[config.mk]
export PLATFORM = sky130hd
export DESIGN_NAME = dma_target
export DESIGN_NICKNAME = d
export VERILOG_FILES = /design/src/hw/dma_pkg.sv /design/src/hw/dma_packet_buffer.sv /design/src/hw/dma_read_fifo.sv /design/src/hw/dma_target.sv /design/src/hw/dma_target_ctrl.sv
export SDC_FILE = /design/constraint.sdc
export NUM_CORES = 1
export LEC_CHECK = 0
export BUFFER_PORTS_ARGS = -buffer_cell sky130_fd_sc_hd__buf_2
export CAP_MARGIN = 20
export CORE_MARGIN = 3
export CORE_UTILIZATION = 40
export DETAILED_ROUTE_END_ITERATION = 7
export SYNTH_ARGS = -nofsm -noshare
export SYNTH_HDL_FRONTEND = slang
export SYNTH_HIERARCHICAL = 1
export SYNTH_SLANG_ARGS = --single-unit
[constraint.sdc]
create_clock -name clk -period 11.2 [get_ports clk]
set_clock_uncertainty 0.1 [all_clocks]
set_input_delay 0.56 -clock clk [delete_from_list [all_inputs] [get_ports clk]]
set_output_delay 0.56 -clock clk [all_outputs]
set_load 0.05 [all_outputs]
[src/hw/dma_pkg.sv]
`default_nettype none

package dma_pkg;

  ////////////////////////////////////////
  // Sizes and constants

  // Byte address and data word widths
  localparam int ADDR_WIDTH = 32;
  localparam int DATA_WIDTH = 32;
  // Two type bits on top of one data word
  localparam int FLIT_WIDTH = 34;
  localparam int FLIT_TYPE_WIDTH = 2;
  localparam int TILE_WIDTH = 5;
  localparam int SIZE_WIDTH = 14;
  // Id of this tile on the NoC
  localparam logic [TILE_WIDTH-1:0] TILE_ID = 5'd3;
  // Input buffer holds one maximum size packet
  localparam int PACKET_DEPTH = 16;
  localparam int PKT_PTR_WIDTH = $clog2(PACKET_DEPTH);
  localparam int PKT_CNT_WIDTH = $clog2(PACKET_DEPTH + 1);
  // Header and address flit leave the rest of a response for data
  localparam int MAX_READ_WORDS = PACKET_DEPTH - 2;
  localparam int READ_FIFO_DEPTH = 3;
  // Address step between consecutive words
  localparam int WORD_BYTES = 4;
  localparam logic [2:0] PACKET_CLASS_DMA = 3'd2;

  ////////////////////////////////////////
  // Encodings

  typedef enum logic [1:0] {
    FLIT_HEADER  = 2'b01,
    FLIT_PAYLOAD = 2'b00,
    FLIT_LAST    = 2'b10,
    FLIT_SINGLE  = 2'b11
  } flit_type_e;

  typedef enum logic [1:0] {
    PKT_L2R_REQ  = 2'b00,
    PKT_L2R_RESP = 2'b10,
    PKT_R2L_REQ  = 2'b01,
    PKT_R2L_RESP = 2'b11
  } packet_type_e;

  typedef enum logic [3:0] {
    ST_IDLE,
    ST_DISCARD,
    ST_L2R_ADDR,
    ST_L2R_DATA,
    ST_L2R_RESP,
    ST_R2L_LADDR,
    ST_R2L_RADDR,
    ST_R2L_HDR,
    ST_R2L_ADDR,
    ST_R2L_DATA
  } ctrl_state_e;

  ////////////////////////////////////////
  // Bundles

  typedef struct packed {
    flit_type_e                                ftype;
    logic [FLIT_WIDTH-FLIT_TYPE_WIDTH-1:0]     content;
  } flit_t;

  // Header flit content, destination in the top bits
  typedef struct packed {
    logic [TILE_WIDTH-1:0] dest;
    logic [2:0]            pclass;
    logic [TILE_WIDTH-1:0] src;
    packet_type_e          ptype;
    logic [1:0]            id;
    logic                  req_last;
    logic [SIZE_WIDTH-1:0] size;
  } dma_hdr_t;

  typedef struct packed {
    logic [ADDR_WIDTH-1:0] adr;
    logic [DATA_WIDTH-1:0] dat;
    logic                  we;
    logic                  cyc;
    logic                  stb;
  } wb_req_t;

  typedef struct packed {
    logic [DATA_WIDTH-1:0] dat;
    logic                  ack;
  } wb_rsp_t;

  // LAST and SINGLE both close a packet
  function automatic logic is_last_flit(flit_type_e t);
    return (t == FLIT_LAST) || (t == FLIT_SINGLE);
  endfunction

endpackage

`default_nettype wire

[src/hw/dma_packet_buffer.sv]
`timescale 1ns/10ps
`default_nettype none

module dma_packet_buffer (
  input  wire logic           clk,
  input  wire logic           rst,
  // Flits from the NoC
  input  wire dma_pkg::flit_t in_flit_i,
  input  wire logic           in_valid_i,
  output logic                in_ready_o,
  // Flits toward the control block once their packet is complete
  output dma_pkg::flit_t      out_flit_o,
  output logic                out_valid_o,
  input  wire logic           out_ready_i
);

  ////////////////////////////////////////
  // Storage and pointers

  dma_pkg::flit_t mem [dma_pkg::PACKET_DEPTH];

  // Pointers wrap on their own since the depth is a power of two
  logic [dma_pkg::PKT_PTR_WIDTH-1:0] wr_ptr;
  logic [dma_pkg::PKT_PTR_WIDTH-1:0] rd_ptr;
  // Flits stored and complete packets stored
  logic [dma_pkg::PKT_CNT_WIDTH-1:0] count;
  logic [dma_pkg::PKT_CNT_WIDTH-1:0] pkt_count;
  logic wr_en;
  logic rd_en;
  logic wr_last;
  logic rd_last;

  assign in_ready_o = count < dma_pkg::PKT_CNT_WIDTH'(dma_pkg::PACKET_DEPTH);
  assign out_valid_o = pkt_count != '0;
  assign out_flit_o = mem[rd_ptr];

  assign wr_en = in_valid_i && in_ready_o;
  assign rd_en = out_valid_o && out_ready_i;
  assign wr_last = dma_pkg::is_last_flit(in_flit_i.ftype);
  assign rd_last = dma_pkg::is_last_flit(out_flit_o.ftype);

  always_ff @(posedge clk) begin
    if (wr_en) begin
      mem[wr_ptr] <= in_flit_i;
    end
  end

  always_ff @(posedge clk) begin
    if (rst) begin
      wr_ptr <= '0;
      rd_ptr <= '0;
      count <= '0;
      pkt_count <= '0;
    end else begin
      if (wr_en) begin
        wr_ptr <= wr_ptr + 1'b1;
      end
      if (rd_en) begin
        rd_ptr <= rd_ptr + 1'b1;
      end
      if (wr_en && !rd_en) begin
        count <= count + 1'b1;
      end else if (!wr_en && rd_en) begin
        count <= count - 1'b1;
      end
      // Packet becomes visible the cycle after its closing flit lands
      if ((wr_en && wr_last) && !(rd_en && rd_last)) begin
        pkt_count <= pkt_count + 1'b1;
      end else if (!(wr_en && wr_last) && (rd_en && rd_last)) begin
        pkt_count <= pkt_count - 1'b1;
      end
    end
  end

  // A full buffer must hold a complete packet or it never drains
  a_full_has_packet: assert property (@(posedge clk) disable iff (rst)
    (count == dma_pkg::PKT_CNT_WIDTH'(dma_pkg::PACKET_DEPTH)) |-> (pkt_count != '0));
  // Packet count only offers flits that are really stored
  a_no_read_empty: assert property (@(posedge clk) disable iff (rst)
    rd_en |-> (count != '0) && (pkt_count <= count));

endmodule

`default_nettype wire

[src/hw/dma_read_fifo.sv]
`timescale 1ns/10ps
`default_nettype none

module dma_read_fifo (
  input  wire logic                           clk,
  input  wire logic                           rst,
  // Write side, one word per read ack
  input  wire logic                           push_i,
  input  wire logic [dma_pkg::DATA_WIDTH-1:0] data_i,
  // Read side, one word per accepted data flit
  input  wire logic                           pop_i,
  output logic                                valid_o,
  output logic [dma_pkg::DATA_WIDTH-1:0]      data_o,
  output logic                                full_o
);

  ////////////////////////////////////////
  // Shift register

  logic [dma_pkg::READ_FIFO_DEPTH-1:0][dma_pkg::DATA_WIDTH-1:0] mem;
  logic [dma_pkg::READ_FIFO_DEPTH-1:0][dma_pkg::DATA_WIDTH-1:0] mem_nxt;
  // One-hot fill position, bit 0 set means empty, top bit set means full
  logic [dma_pkg::READ_FIFO_DEPTH:0] pos;
  // Entry that takes a pushed word, one lower when popping at once
  logic [dma_pkg::READ_FIFO_DEPTH-1:0] wr_sel;

  assign valid_o = !pos[0];
  assign full_o = pos[dma_pkg::READ_FIFO_DEPTH];
  // Head is always entry zero
  assign data_o = mem[0];
  assign wr_sel = pop_i ? pos[dma_pkg::READ_FIFO_DEPTH:1] : pos[dma_pkg::READ_FIFO_DEPTH-1:0];

  always_comb begin
    mem_nxt = mem;
    if (pop_i) begin
      for (int i = 0; i < dma_pkg::READ_FIFO_DEPTH - 1; i++) begin
        mem_nxt[i] = mem[i+1];
      end
    end
    for (int i = 0; i < dma_pkg::READ_FIFO_DEPTH; i++) begin
      if (push_i && wr_sel[i]) begin
        mem_nxt[i] = data_i;
      end
    end
  end

  always_ff @(posedge clk) begin
    mem <= mem_nxt;
  end

  always_ff @(posedge clk) begin
    if (rst) begin
      pos <= {{dma_pkg::READ_FIFO_DEPTH{1'b0}}, 1'b1};
    end else if (push_i && !pop_i) begin
      pos <= pos << 1;
    end else if (!push_i && pop_i) begin
      pos <= pos >> 1;
    end
  end

  // Control block stalls Wishbone reads before the FIFO overflows
  a_no_overflow: assert property (@(posedge clk) disable iff (rst)
    (push_i && full_o) |-> pop_i);
  // Data flits are only sent from a filled FIFO
  a_no_underflow: assert property (@(posedge clk) disable iff (rst) pop_i |-> valid_o);

endmodule

`default_nettype wire

[src/hw/dma_target.sv]
`timescale 1ns/10ps
`default_nettype none

module dma_target (
  input  wire logic             clk,
  input  wire logic             rst,
  // NoC request input
  input  wire dma_pkg::flit_t   noc_in_flit_i,
  input  wire logic             noc_in_valid_i,
  output logic                  noc_in_ready_o,
  // NoC response output
  output dma_pkg::flit_t        noc_out_flit_o,
  output logic                  noc_out_valid_o,
  input  wire logic             noc_out_ready_i,
  // Wishbone master port
  output dma_pkg::wb_req_t      wb_req_o,
  input  wire dma_pkg::wb_rsp_t wb_rsp_i
);

  ////////////////////////////////////////
  // Buffer to control block

  dma_pkg::flit_t buf_flit;
  logic           buf_valid;
  logic           buf_ready;

  // Control block to read FIFO
  logic                           fifo_push;
  logic                           fifo_pop;
  logic                           fifo_valid;
  logic [dma_pkg::DATA_WIDTH-1:0] fifo_data;
  logic                           fifo_full;

  // Whole packets only reach the FSM
  dma_packet_buffer dma_packet_buffer_i (
    .clk         (clk),
    .rst         (rst),
    .in_flit_i   (noc_in_flit_i),
    .in_valid_i  (noc_in_valid_i),
    .in_ready_o  (noc_in_ready_o),
    .out_flit_o  (buf_flit),
    .out_valid_o (buf_valid),
    .out_ready_i (buf_ready)
  );

  dma_target_ctrl dma_target_ctrl_i (
    .clk          (clk),
    .rst          (rst),
    .req_flit_i   (buf_flit),
    .req_valid_i  (buf_valid),
    .req_ready_o  (buf_ready),
    .resp_flit_o  (noc_out_flit_o),
    .resp_valid_o (noc_out_valid_o),
    .resp_ready_i (noc_out_ready_i),
    .wb_req_o     (wb_req_o),
    .wb_rsp_i     (wb_rsp_i),
    .fifo_push_o  (fifo_push),
    .fifo_pop_o   (fifo_pop),
    .fifo_valid_i (fifo_valid),
    .fifo_data_i  (fifo_data),
    .fifo_full_i  (fifo_full)
  );

  // Read data waits here while the NoC stalls
  dma_read_fifo dma_read_fifo_i (
    .clk     (clk),
    .rst     (rst),
    .push_i  (fifo_push),
    .data_i  (wb_rsp_i.dat),
    .pop_i   (fifo_pop),
    .valid_o (fifo_valid),
    .data_o  (fifo_data),
    .full_o  (fifo_full)
  );

endmodule

`default_nettype wire

[src/hw/dma_target_ctrl.sv]
`timescale 1ns/10ps
`default_nettype none

module dma_target_ctrl (
  input  wire logic                           clk,
  input  wire logic                           rst,
  // Request flits from the packet buffer
  input  wire dma_pkg::flit_t                 req_flit_i,
  input  wire logic                           req_valid_i,
  output logic                                req_ready_o,
  // Response flits to the NoC
  output dma_pkg::flit_t                      resp_flit_o,
  output logic                                resp_valid_o,
  input  wire logic                           resp_ready_i,
  // Wishbone master
  output dma_pkg::wb_req_t                    wb_req_o,
  input  wire dma_pkg::wb_rsp_t               wb_rsp_i,
  // Read FIFO
  output logic                                fifo_push_o,
  output logic                                fifo_pop_o,
  input  wire logic                           fifo_valid_i,
  input  wire logic [dma_pkg::DATA_WIDTH-1:0] fifo_data_i,
  input  wire logic                           fifo_full_i
);

  dma_pkg::ctrl_state_e state;
  dma_pkg::ctrl_state_e state_nxt;

  // Request fields from the header
  logic [dma_pkg::TILE_WIDTH-1:0] src_tile;
  logic [1:0]                     pkt_id;
  logic [dma_pkg::SIZE_WIDTH-1:0] req_size;
  logic                           req_last;
  // Local word address and remote address of a read
  logic [dma_pkg::ADDR_WIDTH-1:0] laddr;
  logic [dma_pkg::ADDR_WIDTH-1:0] raddr;
  // Words acked on the bus and data flits sent
  logic [dma_pkg::SIZE_WIDTH-1:0] rd_count;
  logic [dma_pkg::SIZE_WIDTH-1:0] tx_count;

  dma_pkg::dma_hdr_t hdr_in;
  dma_pkg::dma_hdr_t hdr_out;
  logic req_fire;
  logic resp_fire;
  logic req_last_flit;
  logic size_bad;
  logic wr_go;
  logic rd_go;
  logic wb_ack;
  logic tx_last;

  assign hdr_in = dma_pkg::dma_hdr_t'(req_flit_i.content);
  assign req_fire = req_valid_i && req_ready_o;
  assign resp_fire = resp_valid_o && resp_ready_i;
  assign req_last_flit = dma_pkg::is_last_flit(req_flit_i.ftype);
  // Reads outside 1 to MAX_READ_WORDS words are not served
  assign size_bad = (hdr_in.size == '0) ||
                    (hdr_in.size > dma_pkg::SIZE_WIDTH'(dma_pkg::MAX_READ_WORDS));

  ////////////////////////////////////////
  // Wishbone master

  // One write per payload word, the buffer always holds the whole packet
  assign wr_go = (state == dma_pkg::ST_L2R_DATA) && req_valid_i;
  // Reads run from the response address flit on, paused by a full FIFO
  assign rd_go = ((state == dma_pkg::ST_R2L_ADDR) || (state == dma_pkg::ST_R2L_DATA)) &&
                 !fifo_full_i && (rd_count != req_size);
  assign wb_ack = wb_rsp_i.ack && wb_req_o.stb;

  always_comb begin
    wb_req_o.adr = laddr;
    wb_req_o.dat = wr_go ? req_flit_i.content : '0;
    wb_req_o.we = wr_go;
    // Classic cycles, cycle and strobe move together
    wb_req_o.cyc = wr_go || rd_go;
    wb_req_o.stb = wr_go || rd_go;
  end

  assign fifo_push_o = rd_go && wb_rsp_i.ack;
  assign fifo_pop_o = (state == dma_pkg::ST_R2L_DATA) && resp_fire;
  assign tx_last = tx_count == (req_size - 1'b1);

  ////////////////////////////////////////
  // Response flits

  always_comb begin
    hdr_out = '0;
    hdr_out.dest = src_tile;
    hdr_out.pclass = dma_pkg::PACKET_CLASS_DMA;
    hdr_out.src = dma_pkg::TILE_ID;
    hdr_out.id = pkt_id;
    resp_valid_o = 1'b0;
    resp_flit_o.ftype = dma_pkg::FLIT_PAYLOAD;
    resp_flit_o.content = '0;
    case (state)
      dma_pkg::ST_L2R_RESP: begin
        // Write acknowledge fits in one flit
        hdr_out.ptype = dma_pkg::PKT_L2R_RESP;
        resp_valid_o = 1'b1;
        resp_flit_o.ftype = dma_pkg::FLIT_SINGLE;
        resp_flit_o.content = hdr_out;
      end
      dma_pkg::ST_R2L_HDR: begin
        hdr_out.ptype = dma_pkg::PKT_R2L_RESP;
        hdr_out.req_last = 1'b1;
        hdr_out.size = req_size;
        resp_valid_o = 1'b1;
        resp_flit_o.ftype = dma_pkg::FLIT_HEADER;
        resp_flit_o.content = hdr_out;
      end
      dma_pkg::ST_R2L_ADDR: begin
        resp_valid_o = 1'b1;
        resp_flit_o.content = raddr;
      end
      dma_pkg::ST_R2L_DATA: begin
        // Data straight from the FIFO head
        resp_valid_o = fifo_valid_i;
        resp_flit_o.ftype = tx_last ? dma_pkg::FLIT_LAST : dma_pkg::FLIT_PAYLOAD;
        resp_flit_o.content = fifo_data_i;
      end
      default: begin
        resp_valid_o = 1'b0;
      end
    endcase
  end

  ////////////////////////////////////////
  // FSM

  always_comb begin
    state_nxt = state;
    req_ready_o = 1'b0;
    case (state)
      dma_pkg::ST_IDLE: begin
        req_ready_o = 1'b1;
        // Header-only packets carry no request and are dropped here
        if (req_valid_i && !req_last_flit) begin
          if (hdr_in.ptype == dma_pkg::PKT_L2R_REQ) begin
            state_nxt = dma_pkg::ST_L2R_ADDR;
          end else if (hdr_in.ptype == dma_pkg::PKT_R2L_REQ && !size_bad) begin
            state_nxt = dma_pkg::ST_R2L_LADDR;
          end else begin
            state_nxt = dma_pkg::ST_DISCARD;
          end
        end
      end
      dma_pkg::ST_DISCARD: begin
        req_ready_o = 1'b1;
        if (req_valid_i && req_last_flit) begin
          state_nxt = dma_pkg::ST_IDLE;
        end
      end
      dma_pkg::ST_L2R_ADDR: begin
        req_ready_o = 1'b1;
        if (req_valid_i) begin
          if (!req_last_flit) begin
            state_nxt = dma_pkg::ST_L2R_DATA;
          end else begin
            state_nxt = req_last ? dma_pkg::ST_L2R_RESP : dma_pkg::ST_IDLE;
          end
        end
      end
      dma_pkg::ST_L2R_DATA: begin
        // Payload flit leaves the buffer with its ack
        req_ready_o = wb_ack;
        if (wb_ack && req_last_flit) begin
          state_nxt = req_last ? dma_pkg::ST_L2R_RESP : dma_pkg::ST_IDLE;
        end
      end
      dma_pkg::ST_L2R_RESP: begin
        if (resp_ready_i) begin
          state_nxt = dma_pkg::ST_IDLE;
        end
      end
      dma_pkg::ST_R2L_LADDR: begin
        req_ready_o = 1'b1;
        if (req_valid_i) begin
          state_nxt = dma_pkg::ST_R2L_RADDR;
        end
      end
      dma_pkg::ST_R2L_RADDR: begin
        req_ready_o = 1'b1;
        if (req_valid_i) begin
          state_nxt = dma_pkg::ST_R2L_HDR;
        end
      end
      dma_pkg::ST_R2L_HDR: begin
        if (resp_ready_i) begin
          state_nxt = dma_pkg::ST_R2L_ADDR;
        end
      end
      dma_pkg::ST_R2L_ADDR: begin
        if (resp_ready_i) begin
          state_nxt = dma_pkg::ST_R2L_DATA;
        end
      end
      dma_pkg::ST_R2L_DATA: begin
        if (resp_fire && tx_last) begin
          state_nxt = dma_pkg::ST_IDLE;
        end
      end
      default: begin
        state_nxt = dma_pkg::ST_IDLE;
      end
    endcase
  end

  always_ff @(posedge clk) begin
    if (rst) begin
      state <= dma_pkg::ST_IDLE;
      rd_count <= '0;
      tx_count <= '0;
    end else begin
      state <= state_nxt;
      if (state == dma_pkg::ST_IDLE) begin
        rd_count <= '0;
        tx_count <= '0;
      end else begin
        if (fifo_push_o) begin
          rd_count <= rd_count + 1'b1;
        end
        if (fifo_pop_o) begin
          tx_count <= tx_count + 1'b1;
        end
      end
    end
  end

  always_ff @(posedge clk) begin
    if (state == dma_pkg::ST_IDLE && req_fire) begin
      src_tile <= hdr_in.src;
      pkt_id <= hdr_in.id;
      req_size <= hdr_in.size;
      req_last <= hdr_in.req_last;
    end
    // Local address steps one word per ack, for writes and reads alike
    if ((state == dma_pkg::ST_L2R_ADDR || state == dma_pkg::ST_R2L_LADDR) && req_fire) begin
      laddr <= req_flit_i.content;
    end else if (wb_ack) begin
      laddr <= laddr + dma_pkg::WORD_BYTES;
    end
    if (state == dma_pkg::ST_R2L_RADDR && req_fire) begin
      raddr <= req_flit_i.content;
    end
  end

  // Wishbone request holds until the slave acks it
  a_wb_hold: assert property (@(posedge clk) disable iff (rst)
    (wb_req_o.stb && !wb_rsp_i.ack) |=> (wb_req_o.stb && $stable(wb_req_o)));
  // Offered response flit holds under back-pressure
  a_resp_hold: assert property (@(posedge clk) disable iff (rst)
    (resp_valid_o && !resp_ready_i) |=> (resp_valid_o && $stable(resp_flit_o)));

endmodule

`default_nettype wire

Word level (Yosys, flattened, before mapping)
Memory sizes are Yosys's and may differ from the RTL's. A register that Yosys moved wholly into a read port is not among the register bits.
Index checks and enable logic that the tools add are counted.
{"block": "word_totals", "ff_bits": 236, "latchBits": 0, "mem_bits_rw": 544, "romBits": 0, "output_inout_bits": 103, "elab_cells": 151, "n_memories": 1}
{"block": "op_classes", "add_sub_neg": 10, "multipliers": 0, "n_div": 0, "magnitude_cmp": 2, "eq_ne": 26, "shifts": 0, "mux": 37, "bitwise": 0, "reduce_logical": 58}
{"memory": "dma_packet_buffer_i.mem", "words": 16, "width": 34, "read_ports": 1, "rd_clocked_by_memory_dff": 1, "wr": 1, "line": "dma_packet_buffer.sv:20", "rtl": "dma_pkg::flit_t mem [dma_pkg::PACKET_DEPTH];"}
{"cell": "32-bit 2-to-1 mux", "n": 5}
{"cell": "32-bit one-hot mux with 4 select lines", "n": 1}
{"cell": "4-bit 2-to-1 mux", "n": 16}
{"cell": "64-bit 2-to-1 mux", "n": 1}
{"cell": "4-bit one-hot mux with 10 select lines", "n": 1}
{"cell": "32-bit by 3-bit adder with 32-bit output, second input constant", "n": 1}
{"cell": "14-bit by 1-bit adder with 14-bit output, second input constant", "n": 2}
{"cell": "1-bit logical AND", "n": 28}
{"cell": "5-bit 2-to-1 mux", "n": 4}
{"cell": "4-bit by 3-bit equality test with 1-bit output, second input constant", "n": 4}
{"cell": "2-bit != test, second input constant", "n": 8}
{"cell": "14-bit equality test", "n": 1}
{"cell": "14-bit by 4-bit greater-than comparator with 1-bit output, second input constant", "n": 1}
{"cell": "14-bit logical NOT", "n": 1}
{"cell": "14-bit != test", "n": 1}
{"cell": "14-bit by 1-bit subtractor with 14-bit output, second input constant", "n": 1}
{"cell": "2-bit nonzero test", "n": 6}
{"cell": "5-bit by 1-bit adder with 5-bit output, second input constant", "n": 2}
{"cell": "1-bit logical NOT", "n": 10}
{"cell": "10-bit AND reduction", "n": 1}
{"cell": "5-bit by 1-bit subtractor with 5-bit output, second input constant", "n": 2}
{"cell": "3-bit 2-to-1 mux", "n": 3}
{"cell": "4-bit by 1-bit adder with 4-bit output, second input constant", "n": 2}
{"cell": "2-bit equality test, second input constant", "n": 4}
{"cell": "other kinds (17)", "n": 27}

Logic depth before layout (Yosys ltp)
Gate-level depths: netlist of the first run.
{"block": "depth", "word_depth": 12, "depth_mapped": 16, "mapped_depth_nobuf": 15}

Cells and area by module
Netlist of the first run, hierarchy kept.
{"mod": "dma_packet_buffer", "instances": 1, "cells_each": 980, "area_each_um2": 21565.7, "seq_area_each_um2": 16776.1}
{"mod": "dma_target_ctrl", "instances": 1, "cells_each": 699, "area_each_um2": 6816.5, "seq_area_each_um2": 3223.1}
{"mod": "dma_read_fifo", "instances": 1, "cells_each": 227, "area_each_um2": 4455.5, "seq_area_each_um2": 2962.8}

Worst setup path after synthesis of the first run
No wires, ideal clock.
{"block": "synth_path", "path_kind": "flip-flop to flip-flop", "startpoint": "reg dma_target_ctrl_i.state[0]", "endpoint": "reg dma_target_ctrl_i/raddr[0] (netlist name), enable pin", "arrival_time_ns": 4.289, "required_time_ns": 10.599, "setup_slack_ns": 6.309, "path_stages_with_launch": 5, "path_buffers": 3, "path_cell_list": "dfxtp_1 > clkbuf_1 > clkbuf_1 > clkbuf_1 > nor4_1"}
{"block": "synth_between", "elab_chain_cells": 9, "elab_cells_between_ends": 18, "classes_between": "eq/ne (7); mux (1); reduce/logical (10)"}
{"item": "start, declared", "line": "dma_target_ctrl.sv:26", "rtl": "dma_pkg::ctrl_state_e state;"}
{"item": "start signal, assigned", "line": "dma_target_ctrl.sv:210", "rtl": "state <= dma_pkg::ST_IDLE;"}
{"item": "start signal, assigned", "line": "dma_target_ctrl.sv:214", "rtl": "state <= state_nxt;"}
{"item": "4-bit equality test", "line": "dma_target_ctrl.sv:66", "rtl": "assign rd_go = ((state == dma_pkg::ST_R2L_ADDR) || (state == dma_pkg::ST_R2L_DATA)) &&"}
{"item": "1-bit logical OR", "line": "dma_target_ctrl.sv:66"}
{"item": "1-bit logical AND", "line": "dma_target_ctrl.sv:66"}
{"item": "1-bit logical AND", "line": "dma_target_ctrl.sv:67", "rtl": "!fifo_full_i && (rd_count != req_size);"}
{"item": "1-bit logical OR", "line": "dma_target_ctrl.sv:76", "rtl": "wb_req_o.stb = wr_go || rd_go;"}
{"item": "1-bit logical AND", "line": "dma_target_ctrl.sv:68", "rtl": "assign wb_ack = wb_rsp_i.ack && wb_req_o.stb;"}
{"item": "1-bit one-hot mux with 2 select lines", "line": "dma_target_ctrl.sv:133", "rtl": "case (state)"}
{"item": "1-bit logical AND", "line": "dma_target_ctrl.sv:53", "rtl": "assign req_fire = req_valid_i && req_ready_o;"}
{"item": "1-bit logical AND *", "line": "dma_target_ctrl.sv:242", "rtl": "if (state == dma_pkg::ST_R2L_RADDR && req_fire) begin"}
{"item": "end signal, assigned", "line": "dma_target_ctrl.sv:243", "rtl": "raddr <= req_flit_i.content;"}
{"item": "end, declared", "line": "dma_target_ctrl.sv:36", "rtl": "logic [dma_pkg::ADDR_WIDTH-1:0] raddr;"}
Mark *: on every way between the ends. The rest lies on a longest branch, timed or not.
A chain may end at the register's enable or synchronous reset.

==> results of run 1 <==
## worst paths after layout
check,from,end,slack [ps],cells past startpoint
min,wb_rsp_i[1],dma_read_fifo_i/mem[64]$_DFFE_PP_,50,1
min reg2reg,dma_target_ctrl_i/rd_count[13]$_SDFFE_PP0P_,dma_target_ctrl_i/rd_count[13]$_SDFFE_PP0P_,400,2
max,dma_target_ctrl_i/req_size[0]$_DFFE_PP_,noc_out_flit_o[33],6280,9
max reg2reg,dma_target_ctrl_i/state[3]$_SDFFE_PP0P_,dma_packet_buffer_i/pkt_count[4]$_SDFFE_PP0P_,6750,15
## final cells by class
cell class | count | area, sq um | share of cell area (%)
repair buffers | 208 | 1160 | 3.18
multi-input cells | 958 | 8990 | 24.5
inverters | 20 | 75.1 | 0.205
clock inverters | 44 | 499 | 1.36
diodes | 3 | 7.51 | 0.0205
clock buffers | 98 | 2090 | 5.71
well taps | 1050 | 1310 | 3.59
flip-flops and latches | 768 | 22500 | 61.4
## placed cells by master, fill, tap and decap left out, types with 34 or more instances in the layout
cell type	n
mux2_4	62
edfxtp_1	710
buf_4	34
nor2_1	72
clkbuf_16	81
a22oi_1	64
dfxtp_1	55
xnor2_1	36
mux2i_1	43
mux4_2	132
buf_2	172
xor2_1	53
and3_1	39
nand2_1	130
o21ai_0	61
## sequential cells by signal, summed over array words and instances (netlist names), 5 cells and up, named ones only
name,count
dma_packet_buffer_i/mem,528
dma_read_fifo_i/mem,64
dma_read_fifo_i/data_o,32
dma_target_ctrl_i/laddr,32
dma_target_ctrl_i/raddr,32
dma_target_ctrl_i/rd_count,14
dma_target_ctrl_i/req_size,14
dma_target_ctrl_i/tx_count,14
dma_packet_buffer_i/count,5
dma_packet_buffer_i/pkt_count,5
dma_target_ctrl_i/src_tile,5
## stage by stage
step	instance area, sq um	utilization (%)	power (mW)
2_1_floorplan	32200	-	5.04
3_3_place_gp	34000	42.8	5.59
3_5_place_dp	34000	42.9	5.64
4_1_cts	36600	46.1	8.28
5_1_grt	36600	46.1	8.56
6_report	36600	46.1	8.21
## routing by layer
layer  vias to the layer above  wire (um)  global-route usage, %
met4                        10       1200                   4.29
li1                       7694          -                      -
met3                        97       5830                   4.08
met5                         -         57                      0
met2                       582      38000                   30.2
met1                      9019      32700                   24.7
## power groups by stage
stage	sequential, mW	combinational [mW]	clock [mW]
floorplan	3.59	1.45	0
global placement	3.65	1.93	0
detailed placement	3.66	1.98	0
CTS	3.60	1.99	2.69
global route	3.62	2.13	2.81
finish	3.60	1.97	2.64
==> impl_results.html, run 1 <==
<table>
<tr><th>Metric</th><th>Value</th></tr>
<tr><th colspan="2">Worst hold path</th></tr>
<tr><td>Worst hold path class</td><td>input port to flop</td></tr>
<tr><th colspan="2">Worst setup path</th></tr>
<tr><td>Crit path buffers/inverters</td><td>2</td></tr>
<tr><td>Worst Path Required</td><td>10,540 ps</td></tr>
<tr><td>Worst setup SP type</td><td>flop</td></tr>
<tr><td>CP max stage delay</td><td>620 ps</td></tr>
<tr><td>Worst-path cell with the longest stage delay</td><td>edfxtp_1</td></tr>
<tr><td>Critical path cell sequence</td><td>inv_1 -&gt; ha_1 -&gt; or4b_4 -&gt; or4_4 -&gt; a211oi_2 -&gt; nand4_1 -&gt; a2111oi_2 -&gt; a32o_1 -&gt; buf_2</td></tr>
<tr><td>Kind of cell adding the most delay to the critical path</td><td>simple AND/OR/NAND/NOR gates</td></tr>
<tr><td>Biggest fanout along the worst timing path</td><td>9</td></tr>
<tr><td>Setup crit end kind</td><td>output port</td></tr>
<tr><td>Crit path arrival time</td><td>4260 ps</td></tr>
<tr><td>Start-to-end type of the worst setup path</td><td>flop to output port</td></tr>
<tr><th colspan="2">Floorplanning</th></tr>
<tr><td>Boundary pin count</td><td>174</td></tr>
<tr><td>Die width</td><td>290 um</td></tr>
<tr><td>Initial standard-cell utilization of the core</td><td>40.6%</td></tr>
<tr><td>Number of standard-cell rows in the floorplan</td><td>103</td></tr>
<tr><td>Chip Height</td><td>290 um</td></tr>
<tr><td>Placeable core region</td><td>79,400 sq um</td></tr>
<tr><td>Area of the die</td><td>84,100 sq um</td></tr>
<tr><th colspan="2">Clock network</th></tr>
<tr><td>Deepest level of the CTS H-tree</td><td>3</td></tr>
<tr><td>Post-CTS Setup Inserts</td><td>0</td></tr>
<tr><td># resized after CTS</td><td>0</td></tr>
<tr><td>Post-CTS Hold Buffers</td><td>0</td></tr>
<tr><td>Clock-pin transition on the worst setup and hold timing paths</td><td>60 ps</td></tr>
<tr><td>Clock sink total</td><td>768</td></tr>
<tr><td>Max Buffers Root-to-Sink</td><td>3</td></tr>
<tr><td>Later-pin clock latency in the skew report</td><td>620 ps</td></tr>
<tr><td>TritonCTS clock tree</td><td>done</td></tr>
<tr><td>Total clock buffers created by CTS</td><td>79</td></tr>
<tr><td>Root cell of the clock tree</td><td>clkbuf_16</td></tr>
<tr><th colspan="2">Pwr</th></tr>
<tr><td>Proportion of total power due to net switching</td><td>31.0%</td></tr>
<tr><td>Net switching power</td><td>2.55 mW</td></tr>
<tr><td>Power density over cell area</td><td>224 nW/um^2</td></tr>
<tr><td>Internal cell power</td><td>5.66 mW</td></tr>
<tr><td>Sequential share of power</td><td>43.8%</td></tr>
<tr><td>Standby leakage power</td><td>12.4 nW</td></tr>
<tr><td>Gate power share</td><td>24.0%</td></tr>
<tr><td>Clock network power share</td><td>32.1%</td></tr>
<tr><td>Worst VDD drop</td><td>159 uV</td></tr>
<tr><th colspan="2">Routing</th></tr>
<tr><td>Drt pass-1 iters</td><td>5</td></tr>
<tr><td>Residual antenna-violating net count after detailed routing</td><td>0</td></tr>
<tr><td>Via-per-instance ratio</td><td>5.53</td></tr>
<tr><td>Total DRC errors in the routed layout</td><td>0</td></tr>
<tr><td>Via total after detailed routing</td><td>17.4k</td></tr>
<tr><td>Total Routed Length</td><td>77,900 um</td></tr>
<tr><td>Iter 0 DRT Violations</td><td>1,544</td></tr>
<tr><td>Detail-routed net length per standard cell</td><td>24.7 um</td></tr>
<tr><th colspan="2">STA</th></tr>
<tr><td>Worst Setup Slack, final</td><td>6280 ps</td></tr>
<tr><td>Unrepaired setup endpoints after global routing</td><td>false</td></tr>
<tr><td>Count of pins over their slew limit</td><td>0</td></tr>
<tr><td>Tmin final</td><td>4920 ps</td></tr>
<tr><td>Worst slew slack as a fraction of its limit</td><td>31.8%</td></tr>
<tr><td>Worst Max-Slew Pin Slew</td><td>1020 ps</td></tr>
<tr><td>Hold Vio Cnt, Final</td><td>0</td></tr>
<tr><td>Total of endpoints with negative setup slack in the final report</td><td>0</td></tr>
<tr><td>Total Negative Setup Slacks</td><td>0 ps</td></tr>
<tr><td>Timing-limited maximum frequency</td><td>203 MHz</td></tr>
<tr><td>Min Hold Slack</td><td>47.2 ps</td></tr>
<tr><td>Period Utilization, post-route</td><td>43.9%</td></tr>
<tr><th colspan="2">Flow run</th></tr>
<tr><td>Maximum Capacitance Violations</td><td>0</td></tr>
<tr><th colspan="2">Final layout</th></tr>
<tr><td>Number of cells in the finished layout apart from fillers</td><td>3,149</td></tr>
<tr><td>Ratio of cells with drive above 1 in the final layout</td><td>26.9%</td></tr>
<tr><td>Area delta synth-&gt;final</td><td>13.6%</td></tr>
<tr><td>Number of filler instances in the final layout</td><td>6,801</td></tr>
<tr><td>Number of nets at the end of the flow</td><td>2,126</td></tr>
<tr><th colspan="2">Outcome</th></tr>
<tr><td>Result of the run</td><td>complete, no violations</td></tr>
<tr><th colspan="2">Place</th></tr>
<tr><td>Placed Cells incl. Taps</td><td>3,004</td></tr>
<tr><td>Worst setup slack before clock tree synthesis</td><td>6770 ps</td></tr>
<tr><td>Number of buffers inserted by port buffering</td><td>172</td></tr>
<tr><td>Placer Congestion</td><td>0.831</td></tr>
<tr><td>Sum of net half-perimeters after detailed placement</td><td>46,200 um</td></tr>
<tr><th colspan="2">Synthesis</th></tr>
<tr><td>Syn Inst Count</td><td>1,883</td></tr>
<tr><td>Syn_nets</td><td>1,974</td></tr>
<tr><td>Ys Warns</td><td>6</td></tr>
<tr><td>Mean Syn Cell Area</td><td>17.1 sq um</td></tr>
<tr><td>Cell area after synthesis</td><td>32,200 sq um</td></tr>
<tr><th colspan="2">GRT</th></tr>
<tr><td>Total track usage</td><td>18.3%</td></tr>
<tr><td>Via count of the first global-routing pass</td><td>17.6k</td></tr>
<tr><td>Maximum number of pins on one net before global-route repair</td><td>97</td></tr>
<tr><td>Grt total ovfl</td><td>0</td></tr>
<tr><td>First-pass GRT wire length</td><td>116,000 um</td></tr>
<tr><td>Antenna violations before repair</td><td>13</td></tr>
</table>
Power figures use the tool's default switching activity.
==> run 2, diff against run 1 <==
ABC_AREA = 1   (was unset)
clock period = 4.83 ns   (was 11.2 ns; I/O delays follow)
==> run 2 against run 1 <==
Critical path depth is 2 higher. Non-clock buffer count is 78 higher. Clock power is 130% higher. Synthesized cell count is 68% higher. Final cell count is 44% higher. Synthesized area is 5.3% higher. Sequential power is 130% higher. Wire length is 18% higher. Largest cell class unchanged.
==> impl_results.html, run 2 <==
<table>
<tr><th>Metric</th><th>Value</th></tr>
<tr><th colspan="2">GRT</th></tr>
<tr><td>Maximum number of pins on one net before global-route repair</td><td>177 (+82%)</td></tr>
<tr><td>First-pass GRT wire length</td><td>139,000 um (+20%)</td></tr>
<tr><td>Antenna violations before repair</td><td>9 (-4)</td></tr>
<tr><td>Total track usage</td><td>20.4% (+2.1 points)</td></tr>
<tr><td>Via count of the first global-routing pass</td><td>22.2k (+26%)</td></tr>
<tr><td>Grt total ovfl</td><td>0 (unchanged)</td></tr>
<tr><th colspan="2">Worst setup path</th></tr>
<tr><td>Worst Path Required</td><td>4490 ps (-6050 ps)</td></tr>
<tr><td>Crit path arrival time</td><td>3720 ps (-540 ps)</td></tr>
<tr><td>Worst setup SP type</td><td>flop</td></tr>
<tr><td>Setup crit end kind</td><td>output port</td></tr>
<tr><td>Start-to-end type of the worst setup path</td><td>flop to output port</td></tr>
<tr><td>Biggest fanout along the worst timing path</td><td>94 (+85)</td></tr>
<tr><th colspan="2">STA</th></tr>
<tr><td>Worst Max-Slew Pin Slew</td><td>1150 ps (+131 ps)</td></tr>
<tr><td>Min Hold Slack</td><td>74.6 ps (+27.5 ps)</td></tr>
<tr><td>Hold Vio Cnt, Final</td><td>0 (unchanged)</td></tr>
<tr><td>Timing-limited maximum frequency</td><td>246 MHz</td></tr>
<tr><td>Total of endpoints with negative setup slack in the final report</td><td>0 (unchanged)</td></tr>
<tr><td>Total Negative Setup Slacks</td><td>0 ps (unchanged)</td></tr>
<tr><td>Count of pins over their slew limit</td><td>0 (unchanged)</td></tr>
<tr><td>Period Utilization, post-route</td><td>84.0%</td></tr>
<tr><td>Tmin final</td><td>4060 ps</td></tr>
<tr><td>Worst slew slack as a fraction of its limit</td><td>22.9% (-8.9 points)</td></tr>
<tr><td>Unrepaired setup endpoints after global routing</td><td>false</td></tr>
<tr><th colspan="2">Final layout</th></tr>
<tr><td>Most common cell after layout, fill and taps aside</td><td>edfxtp_1</td></tr>
<tr><td>Largest regs</td><td>dma_packet_buffer_i/mem (528), dma_read_fifo_i/mem (64)</td></tr>
<tr><td>Number of cells in the finished layout apart from fillers</td><td>4,550 (+44%)</td></tr>
<tr><td>Flip-flop count of the largest register, all copies and words added</td><td>528 (unchanged)</td></tr>
<tr><td>Area delta synth-&gt;final</td><td>14.5%</td></tr>
<tr><td>Most frequent cells in the layout</td><td>edfxtp_1, nand2_1, nor2_1</td></tr>
<tr><td>Ratio of cells with drive above 1 in the final layout</td><td>12.0% (-15 points)</td></tr>
<tr><td>Top register by number of flip-flops</td><td>dma_packet_buffer_i/mem</td></tr>
<tr><td>Utilization after layout</td><td>46.4% (+0.26 points)</td></tr>
<tr><td>Number of nets at the end of the flow</td><td>3,440 (+62%)</td></tr>
<tr><td>Number of filler instances in the final layout</td><td>7,695 (+13%)</td></tr>
<tr><th colspan="2">Synthesis</th></tr>
<tr><td>Syn_nets</td><td>3,261 (+65%)</td></tr>
<tr><td>Ys Warns</td><td>6 (unchanged)</td></tr>
<tr><td>Syn Inst Count</td><td>3,170 (+68%)</td></tr>
<tr><td>Mean Syn Cell Area</td><td>10.7 sq um (-37%)</td></tr>
<tr><td>Cell area after synthesis</td><td>34,000 sq um (+5.3%)</td></tr>
<tr><th colspan="2">Routing</th></tr>
<tr><td>Drt pass-1 iters</td><td>5 (unchanged)</td></tr>
<tr><td>Detail-routed net length per standard cell</td><td>20.2 um (-18%)</td></tr>
<tr><td>Via total after detailed routing</td><td>23.5k (+35%)</td></tr>
<tr><td>Total DRC errors in the routed layout</td><td>0 (unchanged)</td></tr>
<tr><td>Via-per-instance ratio</td><td>5.16 (-6.6%)</td></tr>
<tr><td>Residual antenna-violating net count after detailed routing</td><td>0 (unchanged)</td></tr>
<tr><td>Total Routed Length</td><td>92,100 um (+18%)</td></tr>
<tr><td>Iter 0 DRT Violations</td><td>2,287 (+48%)</td></tr>
<tr><th colspan="2">Clock network</th></tr>
<tr><td>Clock sink total</td><td>768 (unchanged)</td></tr>
<tr><td>Total clock buffers created by CTS</td><td>84 (+6.3%)</td></tr>
<tr><td>Later-pin clock latency in the skew report</td><td>630 ps (about the same)</td></tr>
<tr><td>TritonCTS clock tree</td><td>done</td></tr>
<tr><td>Deepest level of the CTS H-tree</td><td>3 (unchanged)</td></tr>
<tr><td>Max Buffers Root-to-Sink</td><td>3 (unchanged)</td></tr>
<tr><td>Root cell of the clock tree</td><td>clkbuf_16</td></tr>
<tr><td>Clock-pin transition on the worst setup and hold timing paths</td><td>60 ps (about the same)</td></tr>
<tr><th colspan="2">Floorplanning</th></tr>
<tr><td>Number of standard-cell rows in the floorplan</td><td>106 (+2.9%)</td></tr>
<tr><td>Die width</td><td>297 um (+2.6%)</td></tr>
<tr><td>Chip Height</td><td>297 um (+2.6%)</td></tr>
<tr><td>Placeable core region</td><td>83,800 sq um (+5.6%)</td></tr>
<tr><td>Initial standard-cell utilization of the core</td><td>40.5% (-0.10 points)</td></tr>
<tr><td>Area of the die</td><td>88,400 sq um (+5.2%)</td></tr>
<tr><td>Boundary pin count</td><td>174 (unchanged)</td></tr>
<tr><th colspan="2">Place</th></tr>
<tr><td>Placed Cells incl. Taps</td><td>4,329 (+44%)</td></tr>
<tr><td>Sum of net half-perimeters after detailed placement</td><td>54,200 um (+17%)</td></tr>
<tr><td>Placer Congestion</td><td>0.851 (+2.5%)</td></tr>
<tr><td>Number of buffers inserted by port buffering</td><td>172 (unchanged)</td></tr>
<tr><th colspan="2">Pwr</th></tr>
<tr><td>Power density over cell area</td><td>521 nW/um^2 (+130%)</td></tr>
<tr><td>Worst VDD drop</td><td>412 uV (+160%)</td></tr>
<tr><td>Standby leakage power</td><td>14.5 nW (+17%)</td></tr>
<tr><th colspan="2">Worst hold path</th></tr>
<tr><td>Worst hold path class</td><td>input port to flop</td></tr>
<tr><th colspan="2">Outcome</th></tr>
<tr><td>Result of the run</td><td>complete, no violations</td></tr>
<tr><th colspan="2">Flow run</th></tr>
<tr><td>Maximum Capacitance Violations</td><td>0 (unchanged)</td></tr>
</table>
-- run 2: cell count changes in the layout (fill, tap and decap cells not counted), moves of 38 or more --
cell	previous run	this run
dlygate4sd3_1	0	67
mux2i_1	43	0
a22oi_1	64	0
o21ai_1	2	123
o21ai_0	61	114
o211ai_1	4	67
inv_1	19	205
mux4_2	132	0
nand3_1	21	318
nand2_1	130	564
and3_1	39	1
mux2_4	62	0
nor2_1	72	527
-- run 2: cell type report --
cell class	count	area, sq um	area share (%)
clock buffers	111	2250	5.80
multi-input cells	1986	9570	24.6
flip-flops and latches	768	22500	57.8
inverters	223	852	2.19
clock inverters	39	324	0.833
well taps	1134	1420	3.65
repair buffers	286	1980	5.09
diodes	3	7.51	0.0193
-- run 2: per-stage QoR --
stage	setup WS (ps)	power (mW)	instance area (sq um)
global placement	1200	14.2	35600
global route	501	21.3	38900
finish	773	20.3	38900
detailed placement	1150	14.3	35600
CTS	776	20.4	38900
floorplan	1180	12.5	34000
-- run 2: path summary, 6_finish.rpt --
check	cells past startpoint	endpoint	slack [ps]	from
max	11	wb_req_o[18]	770	flop
min	5	dma_packet_buffer_i/wr_ptr[0]$_SDFFE_PP0P_	70	noc_in_valid_i
max reg2reg	23	dma_packet_buffer_i/pkt_count[4]$_SDFFE_PP0P_	1160	dma_target_ctrl_i/req_size[0]$_DFFE_PP_
min reg2reg	2	dma_target_ctrl_i/rd_count[12]$_SDFFE_PP0P_	390	dma_target_ctrl_i/rd_count[12]$_SDFFE_PP0P_
-- run 2: critical path, cell delays in order, from the launching register on --
cell	delay (ps)
dfxtp_4	380
buf_4	440
buf_4	830
nor2_1	110
nor2_1	110
o21ai_0	80
nand3_1	110
nand3_1	100
nand2_1	370
inv_1	90
nor2_1	120
buf_2	290
-- run 2: routing by layer --
metal / vias to the layer above / wire (um) / share of wire [%] / global-route usage [%]
met5: - / 43 / 0.047 / 0
met4: 6 / 1580 / 1.7 / 4.75
met3: 123 / 6500 / 7.1 / 3.61
met2: 746 / 44500 / 48 / 34.3
met1: 11355 / 39400 / 43 / 27.6
li1: 11256 / - / - / -
-- run 2: repair_timing --
action / CTS / global route
hold buffers: 67 / 0
endpoints found under the hold margin: 634 / 0
resized for setup: 0 / 0
setup buffers: 0 / 0
-- run 2: power by group --
| part | internal (mW) | switching [mW] | leakage (nW) | total (mW) |
|---|---|---|---|---|
| clock | 3.49 | 2.57 | 1.25 | 6.06 |
| sequential | 7.86 | 0.320 | 6.89 | 8.18 |
| combinational | 1.58 | 4.45 | 6.32 | 6.03 |
| total | 12.9 | 7.35 | 14.5 | 20.3 |
